[src/include/av_cfg.svh]
`ifndef AV_CFG_SVH
`define AV_CFG_SVH

// Horizontal line layout in pixel clocks
// Order on the wire is sync, back porch, active, front porch
`define H_ACTIVE 480
`define H_SYNC 1
`define H_BACK 40
`define H_FRONT 1

// Vertical frame layout in lines
`define V_ACTIVE 272
`define V_SYNC 1
`define V_BACK 10
`define V_FRONT 1

// Full period lengths
`define H_TOTAL (`H_SYNC + `H_BACK + `H_ACTIVE + `H_FRONT)
`define V_TOTAL (`V_SYNC + `V_BACK + `V_ACTIVE + `V_FRONT)

// Width of the x and y coordinates handed to the pixel logic
// 9 bits cover both 480 and 272
`define COORD_BITS 9

// Audio sample and PWM resolution
`define AUDIO_BITS 8

// First visible line of the audio level bar
`define BAR_TOP 256

`endif

[src/hdl/video_pkg.sv]
`include "av_cfg.svh"

package video_pkg;

	// One 24-bit panel pixel
	typedef struct packed {
		logic [7:0] r;
		logic [7:0] g;
		logic [7:0] b;
	} rgb_t;

	// Panel position and control, decoded from the timing counters
	typedef struct packed {
		logic [`COORD_BITS-1:0] x;
		logic [`COORD_BITS-1:0] y;
		logic de;
		logic hsync;
		logic vsync;
		logic disp;
	} tft_pos_t;

	// Word that goes out to the panel pins
	typedef struct packed {
		rgb_t rgb;
		logic de;
		logic hsync;
		logic vsync;
		logic disp;
	} tft_out_t;

	// Fixed colours of the border and bar
	localparam rgb_t RGB_BLACK = 24'h000000;
	localparam rgb_t RGB_RED = 24'hff0000;
	localparam rgb_t RGB_GREEN = 24'h00ff00;
	localparam rgb_t RGB_BLUE = 24'h0000ff;
	localparam rgb_t RGB_YELLOW = 24'hffff00;
	localparam rgb_t RGB_WHITE = 24'hffffff;

	// Blank panel, syncs inactive (high)
	localparam tft_out_t TFT_IDLE = '{
		rgb: RGB_BLACK,
		de: 1'b0,
		hsync: 1'b1,
		vsync: 1'b1,
		disp: 1'b0
	};

endpackage

[src/hdl/audio_pkg.sv]
`include "av_cfg.svh"

package audio_pkg;

	// Unsigned audio sample, also used as PWM duty
	typedef logic [`AUDIO_BITS-1:0] sample_t;

	// Silence, zero duty
	localparam sample_t SAMPLE_ZERO = '0;

endpackage

[src/hdl/tft_timing.sv]
`timescale 1ns/1ps
`include "av_cfg.svh"

module tft_timing (
	input logic clk,
	input logic rst_n,
	input logic en,
	output video_pkg::tft_pos_t pos
);

	localparam int HW = $clog2(`H_TOTAL);
	localparam int VW = $clog2(`V_TOTAL);
	localparam int CW = `COORD_BITS;

	// Region boundaries, counted from the start of sync
	localparam int H_ACT_START = `H_SYNC + `H_BACK;
	localparam int H_ACT_END = H_ACT_START + `H_ACTIVE;
	localparam int V_ACT_START = `V_SYNC + `V_BACK;
	localparam int V_ACT_END = V_ACT_START + `V_ACTIVE;

	logic [HW-1:0] hcnt;
	logic [VW-1:0] vcnt;
	logic h_last;
	logic v_last;
	logic h_act;
	logic v_act;
	logic h_sync_reg;
	logic v_sync_reg;
	logic disp_q;

	assign h_last = hcnt == HW'(`H_TOTAL - 1);
	assign v_last = vcnt == VW'(`V_TOTAL - 1);

	// Pixel and line counters
	// Held at zero while the panel is off so a restart begins at line 0, pixel 0
	always_ff @(posedge clk or negedge rst_n) begin
		if (!rst_n) begin
			hcnt <= '0;
			vcnt <= '0;
		end else if (!en) begin
			hcnt <= '0;
			vcnt <= '0;
		end else begin
			if (h_last)
				hcnt <= '0;
			else
				hcnt <= hcnt + 1'b1;

			// One line step per horizontal wrap
			if (h_last) begin
				if (v_last)
					vcnt <= '0;
				else
					vcnt <= vcnt + 1'b1;
			end
		end
	end

	// Panel display enable follows en one clock later
	always_ff @(posedge clk or negedge rst_n) begin
		if (!rst_n)
			disp_q <= 1'b0;
		else
			disp_q <= en;
	end

	// Region decode, gated by en so a blanked panel shows no sync or data
	always_comb begin
		h_sync_reg = en && (hcnt < HW'(`H_SYNC));
		v_sync_reg = en && (vcnt < VW'(`V_SYNC));
		h_act = en && (hcnt >= HW'(H_ACT_START)) && (hcnt < HW'(H_ACT_END));
		v_act = en && (vcnt >= VW'(V_ACT_START)) && (vcnt < VW'(V_ACT_END));
	end

	always_comb begin
		pos.x = '0;
		pos.y = '0;
		// Offsets into the active area, zero outside it
		if (h_act)
			pos.x = CW'(hcnt - HW'(H_ACT_START));
		if (v_act)
			pos.y = CW'(vcnt - VW'(V_ACT_START));

		pos.de = h_act && v_act;
		// Syncs are active low
		pos.hsync = !h_sync_reg;
		pos.vsync = !v_sync_reg;
		pos.disp = disp_q;
	end

endmodule

[src/hdl/apu_pwm.sv]
`timescale 1ns/1ps
`include "av_cfg.svh"

module apu_pwm #(
	parameter int N = `AUDIO_BITS
) (
	input logic clk,
	input logic rst_n,
	input logic en,
	input audio_pkg::sample_t cmp,
	output logic q,
	output audio_pkg::sample_t duty
);

	localparam int AW = `AUDIO_BITS;

	logic [N-1:0] cnt;
	logic [N-1:0] thresh;
	logic wrap;

	// Scale the duty to the counter width
	// A wider counter gets extra low bits, a narrower one drops them
	generate
		if (N >= AW) begin : g_wide
			assign thresh = N'(duty) << (N - AW);
		end else begin : g_narrow
			assign thresh = N'(duty >> (AW - N));
		end
	endgenerate

	// Last count of the period
	assign wrap = &cnt;

	always_ff @(posedge clk or negedge rst_n) begin
		if (!rst_n) begin
			cnt <= '0;
			q <= 1'b0;
			duty <= audio_pkg::SAMPLE_ZERO;
		end else if (en) begin
			cnt <= cnt + 1'b1;
			// High for the first duty steps of each period
			q <= cnt < thresh;

			// New sample takes effect only at the period boundary
			// so a running pulse is never cut short
			if (wrap)
				duty <= cmp;
		end
	end

endmodule

[src/hdl/pixel_compose.sv]
`timescale 1ns/1ps
`include "av_cfg.svh"

module pixel_compose (
	input logic clk,
	input logic rst_n,
	input video_pkg::tft_pos_t pos,
	input audio_pkg::sample_t level,
	output video_pkg::tft_out_t tft
);

	localparam int CW = `COORD_BITS;

	video_pkg::rgb_t pattern;
	video_pkg::rgb_t colour;
	video_pkg::tft_out_t tft_d;
	logic [CW-1:0] level_x;
	logic in_bar;

	// Zero-extended level, compared against x
	assign level_x = CW'(level);

	assign in_bar = (pos.y >= CW'(`BAR_TOP)) && (pos.x < level_x);

	// Test pattern, two halves split on the top bit of x
	always_comb begin
		pattern.g = pos.y[7:0];
		if (pos.x[CW-1]) begin
			pattern.r = 8'h00;
			pattern.b = pos.x[7:0];
		end else begin
			pattern.r = pos.x[7:0];
			pattern.b = 8'h00;
		end
	end

	// Colour priority: blanking, borders, level bar, pattern
	always_comb begin
		if (!pos.de)
			colour = video_pkg::RGB_BLACK;
		else if (pos.x == '0)
			colour = video_pkg::RGB_RED;
		else if (pos.x == CW'(`H_ACTIVE - 1))
			colour = video_pkg::RGB_GREEN;
		else if (pos.y == '0)
			colour = video_pkg::RGB_BLUE;
		else if (pos.y == CW'(`V_ACTIVE - 1))
			colour = video_pkg::RGB_YELLOW;
		else if (in_bar)
			colour = video_pkg::RGB_WHITE;
		else
			colour = pattern;
	end

	always_comb begin
		tft_d.rgb = colour;
		tft_d.de = pos.de;
		tft_d.hsync = pos.hsync;
		tft_d.vsync = pos.vsync;
		tft_d.disp = pos.disp;
	end

	// Colour and controls share one stage so they stay aligned on the panel
	always_ff @(posedge clk or negedge rst_n) begin
		if (!rst_n)
			tft <= video_pkg::TFT_IDLE;
		else
			tft <= tft_d;
	end

endmodule

[src/hdl/av_out.sv]
`timescale 1ns/1ps

module av_out (
	input logic clk,
	input logic rst_n,
	input logic tft_en,
	input logic audio_en,
	input audio_pkg::sample_t audio,
	output video_pkg::tft_out_t tft,
	output logic aout,
	output audio_pkg::sample_t led
);

	video_pkg::tft_pos_t pos;

	// Panel timing
	tft_timing timing0 (
		.clk(clk),
		.rst_n(rst_n),
		.en(tft_en),
		.pos(pos)
	);

	// Audio PWM, the applied duty also drives the LEDs
	apu_pwm pwm0 (
		.clk(clk),
		.rst_n(rst_n),
		.en(audio_en),
		.cmp(audio),
		.q(aout),
		.duty(led)
	);

	// Pixel with level bar, one clock behind the timing
	pixel_compose compose0 (
		.clk(clk),
		.rst_n(rst_n),
		.pos(pos),
		.level(led),
		.tft(tft)
	);

endmodule

[config.mk]
export PLATFORM = sky130hd
export DESIGN_NAME = av_out
export DESIGN_NICKNAME = d
export VERILOG_FILES = /design/src/hdl/video_pkg.sv /design/src/hdl/audio_pkg.sv /design/src/hdl/tft_timing.sv /design/src/hdl/apu_pwm.sv /design/src/hdl/pixel_compose.sv /design/src/hdl/av_out.sv
export VERILOG_INCLUDE_DIRS = /design/src /design/src/include
export SDC_FILE = /design/constraint.sdc
export NUM_CORES = 1
export LEC_CHECK = 0
export BUFFER_PORTS_ARGS = -buffer_cell sky130_fd_sc_hd__buf_2
export CORE_ASPECT_RATIO = 1.75
export CORE_MARGIN = 2
export CORE_UTILIZATION = 50
export DETAILED_ROUTE_END_ITERATION = 8
export GPL_ROUTABILITY_DRIVEN = 0
export PLACE_DENSITY = 0.77
export SYNTH_ARGS = -nofsm -noshare
export SYNTH_HDL_FRONTEND = slang
export SYNTH_HIERARCHICAL = 1
export SYNTH_SLANG_ARGS = --single-unit
[constraint.sdc]
create_clock -name clk -period 5.17 [get_ports clk]
set_input_delay 0 -clock clk [delete_from_list [all_inputs] [get_ports clk]]
set_output_delay 0 -clock clk [all_outputs]
set_load 0.01 [all_outputs]
# Word-level counts from Yosys, hierarchy flattened
# Cells that the tools add are included.
classes:
  reduce_logical: 13
  n_addsub: 5
  eq_ne: 5
  n_bitwise: 0
  n_lt_le_gt_ge: 9
  multipliers: 0
  n_div: 0
  shift: 0
  muxes: 15
op_table:
  columns: ["operator", "n"]
  rows:
  - ["$mux 24", 6]
  - ["$mux 9", 5]
  - ["$eq 9x9->1 const B", 3]
  - ["$mux 10", 2]
  - ["$logic_not 9->1", 2]
  - ["$mux 8", 2]
  - ["$add 10x1->10 const B", 1]
  - ["$eq 10x10->1 const B", 1]
  - ["$ge 10x6->1 const B", 1]
  - ["$lt 10x1->1 const B", 1]
  - ["$lt 10x10->1 const B", 1]
  - ["$add 9x1->9 const B", 1]
  - ["$ge 9x4->1 const B", 1]
  - ["$ge 9x9->1 const B", 1]
  - ["$lt 9x1->1 const B", 1]
  - ["$lt 9x8->1", 1]
  - ["$lt 9x9->1 const B", 1]
  - ["$reduce_and 9->1", 1]
  - ["$sub 9x4->9 const B", 1]
  - ["$sub 9x6->9 const B", 1]
  - ["$add 8x1->8 const B", 1]
  - ["$logic_and 1x1->1", 8]
  - ["$lt 8x8->1", 1]
  - ["$logic_not 1->1", 2]
  - ["$ne 2x1->1 const B", 1]
totals:
  reg_bits: 65
  wordCells: 60
  n_memories: 0
  mem_bits_rw: 0
  latch_bits: 0
  rom_bits: 0
  inputBits: 12

# Depth between registers and ports, before layout
logic_depth:
  ltp_word: 12
  ltp_mapped: 12
  mapped_depth_nobuf: 11

# By module
# The synthesis kept the hierarchy.
modules_own_cells:
  columns: ["module", "seq_area_each_um2", "area_each_um2", "cells_each", "instances"]
  rows:
  - ["tft_timing", 500.5, 1505.2, 188, 1]
  - ["pixel_compose", 703.2, 1346.3, 126, 1]
  - ["apu_pwm", 425.4, 880.8, 72, 1]

# Least setup slack after synthesis
# No wires, ideal clock.
synth_path:
  path_kind: "register to register"
  startpoint: "register timing0.hcnt[7]"
  endpoint: "register compose0/tft[23] (netlist name)"
  n_path_buf: 2
  path_stages_with_launch: 12
  synth_period_minus_slack_ps: 3299
  arrival_time_ps: 3200
  setup_slack_ps: 1871
  path_cell_list: "dfrtp_1 > clkbuf_1 > or3_1 > a2111oi_0 > o211ai_1 > a21oi_1 > ha_1 > a211oi_1 > o211ai_1 > a221o_1 > buf_2 > a311oi_1"
synth_rtl:
  columns: ["item", "line", "text"]
  rows:
  - ["start, declared", "tft_timing.sv:21", "logic [HW-1:0] hcnt;"]
  - ["start signal, assigned", "tft_timing.sv:47", "hcnt <= hcnt + 1'b1;"]

==> results.toml <==
[yosys]
synth.avg_cell_area_um2 = 9.669
yosys_warnings = 6
synth-seq-area-share_pct = 43.65
ys_types = 56
syn-cell-area_um2 = 3732
syn_inst = 386
synth-seq-cells = 65
synth_nets = 417

[clocking]
numCtsBuffers = 9
insertion_delay_ps = 340
clk_pin_slew_ps = 50
cts.path.max_buffers = 2
cts_tree = "yes"
clock-sinks = 65
htreeDepth = 3
cts_root_buf = "clkbuf_16"

[status]
status = "complete, no violations"

[drt]
drt_iter0_drc = 249
routed_wl_um = 8292
drc_errors = 0
vias_per_cell = 5.792
first_pass_iters = 4
vias = 3041
wl_per_cell_um = 15.79
ant_nets = 0

[floorplanning]
rows = 41
die-area_um2 = 8199
die_y_um = 118.3
core_area_um2 = 7233
die_width_um = 69.31
io_pins = 49
initial_utilization_pct = 51.60

[critical_path]
end_kind = "flop"
required_ps = 5330
r2r_slack_ps = 980
path_max_fanout = 19
rr_worst_depth = 10
cp-endpoint = "compose0/tft[24]$_DFF_PN0_"
path_class = "flop to flop"
r2r-end = "compose0/tft[24]$_DFF_PN0_"
cp.arrival_ps = 4340
r2r_start = "timing0/hcnt[0]$_DFF_PN0_"
cp-start-kind = "flop"
worstSetupStartpoint = "timing0/hcnt[0]$_DFF_PN0_"

[finish]
antenna_cells = 0
nFillCells = 603
area_growth_pct = 17.26
ff_latch_area_um2 = 1629
drive_above_1_share_pct = 18.68
fin_util_pct = 60.51
nets = 466
multiInputGateArea_um2 = 1903

[global_routing]
grt_max_degree = 66
overflow = 0
grt_pass1_vias = 3027
track_usage_pct = 21.44
grt_pass1_wl_um = 14080
antenna_found_initial = 0

[power_and_ir_drop]
ir_worst_vdd_uv = 225.1
combinationalPowerShare_pct = 12.0
switching_share_pct = 24.77
pwr-share-clk_pct = 44.3
p_sw_w = 0.0003349
p_int_w = 0.001017
power_frac_seq_pct = 43.8
p_per_area_nw_per_um2 = 308.9
p_leak_nw = 2.094

[sta]
min_period_over_period_pct = 80.97
setup_violations = 0
slew-limit-headroom_pct = 31.63
worstMarginPinSlew_ps = 1026
grt_setup_unrepaired = "no"
finalCriticalPeriod_ps = 4186
fmax_mhz = 238.9
hold_violations = 0
setup-tns-final_ps = 0
fin_skew_ps = 7.369
slew_viol_final = 0

[min_path]
hold_depth = 0
hold_path_class = "flop to flop"

[job]
drv_cap = 0

[placement]
portBuffers = 48
post-dp-hpwl_um = 5869
-- layout by cell type, fill, tap and decap left out, types with 10 or more instances in the layout --
master	netlist	layout
a31oi_1	10	10
nand2_1	30	30
dfrtp_1	63	63
nand3_1	12	12
nor2_1	32	32
inv_1	22	22
xor2_1	11	11
ha_1	19	19
a21oi_1	25	25
xnor2_1	13	13
nand2b_1	12	12
buf_2	4	48
dlygate4sd3_1	0	11
-- kinds of logic after synthesis --
kind of cell	Yosys count	synth area share, %
AO/OA/AOI/OAI	76	14.01
XOR/XNOR	24	5.632
adder cells (fa/ha/maj)	19	6.369
buffers and inverters	44	5.364
flip-flops	65	43.65
multiplexers	9	2.715
AND/OR/NAND/NOR	149	22.26
-- power by group through the flow --
stage	Combinational (W)	Clock, W	Sequential, W
after global routing	0.000181	0.000637	0.000597
after floorplan	0.000105	0	0.000591
after global placement	0.000140	0	0.000599
after detailed placement	0.000150	0	0.000602
final	0.000162	0.000598	0.000592
after CTS	0.000159	0.000607	0.000593
-- timing repair --
item                                   4_1_cts  5_1_grt
endpoints found under the hold margin       73        0
buffers inserted                             0        0
hold buffers                                11        0
gates resized for setup                      0        0
-- worst min path at each step --
stage                             startpoint                     endpoint  slack [ps]
floorplan                              rst_n    compose0/tft[0]$_DFF_PN0_        -300
global placement                       rst_n  timing0/vcnt[7]$_DFFE_PN0P_         210
detailed placement                     rst_n  timing0/vcnt[7]$_DFFE_PN0P_         230
CTS                 timing0/disp_q$_DFF_PN0_    compose0/tft[0]$_DFF_PN0_         370
global route        timing0/disp_q$_DFF_PN0_    compose0/tft[0]$_DFF_PN0_         370
finish              timing0/disp_q$_DFF_PN0_    compose0/tft[0]$_DFF_PN0_         360
-- Yosys cell counts (all sizes together) --
cell     count  area (µm²)
nor2        32       120.1
or4          3       26.27
nand2b      12       75.07
xnor2       13       113.9
o41ai        1       27.53
or2b         1       7.510
dfrtp       63        1577
clkbuf      11       41.29
nor3        11       71.32
inv         22       82.58
a311oi       9       78.83
o21ai        8       40.04
ha          19       237.7
a21oi       25       125.1
o31ai        1       7.510
mux2         9       101.4
o211ai       3       22.52
dfstp        2       52.55
nand4b       2       17.52
o22ai        3       18.77
nor4         5       37.53
nand3b       2       15.01
a21o         4       30.03
a211oi       2       15.01
a31oi       10       62.56
a32o         1       10.01
buf         11       76.32
or3b         2       17.52
o32ai        1       8.760
and3         6       37.54
xor2        11       96.34
nor2b        4       25.02
o311ai       2       17.52
nand4        8       65.06
or3          9       56.30
and4         2       17.52
a2111o       2       22.52
nand2       31       123.9
nor4b        1       8.760
nand3       12       60.06
and4b        2       20.02
a2111oi      3       26.28
a221o        1       10.01
or4b         1       10.01
and2         3       18.77
-- metal layers --
metal	wire [µm]	track usage [%]
met4	201	9.314
met5	0	0
met3	272	5.115
met2	4618	40.02
met1	3199	22.22
-- metrics by stage --
stage | total power [W] | instances | area, µm² | hold WS (ps) | setup WS [ps]
finish | 0.001352 | 525 | 4377 | 359.0 | 983.7
global route | 0.001416 | 525 | 4377 | 369.3 | 512.0
CTS | 0.001360 | 525 | 4377 | 368.2 | 1093
detailed placement | 0.0007519 | 499 | 3970 | 228.3 | 1156
global placement | 0.0007394 | 499 | 3970 | 214.6 | 1472
floorplan | 0.0006957 | 386 | 3732 | -295.6 | 1871
-- worst max-delay path: stages, from the launching register on --
cell       delay, ps
dfrtp_1          460
inv_1            130
ha_1             190
nand2b_1         150
a2111oi_0        520
o211ai_1         360
a21oi_1          900
nand2_1          240
or3_1            420
a21oi_1          520
a311oi_1         130
-- cell type report --
class	instances	area share, %
well taps	86	2.459
repair buffers	60	8.176
clock inverters	3	0.9148
multi-input cells	277	43.48
flip-flops and latches	65	37.22
clock buffers	12	5.860
inverters	22	1.887
-- state kept, by name (all words and copies together) (netlist names) --
name,count
compose0/tft,28
pwm0/q,1
timing0/vcnt,9
pwm0/duty,8
pwm0/cnt,8
timing0/hcnt,10
timing0/disp_q,1
(Power assumes the default switching activity.)
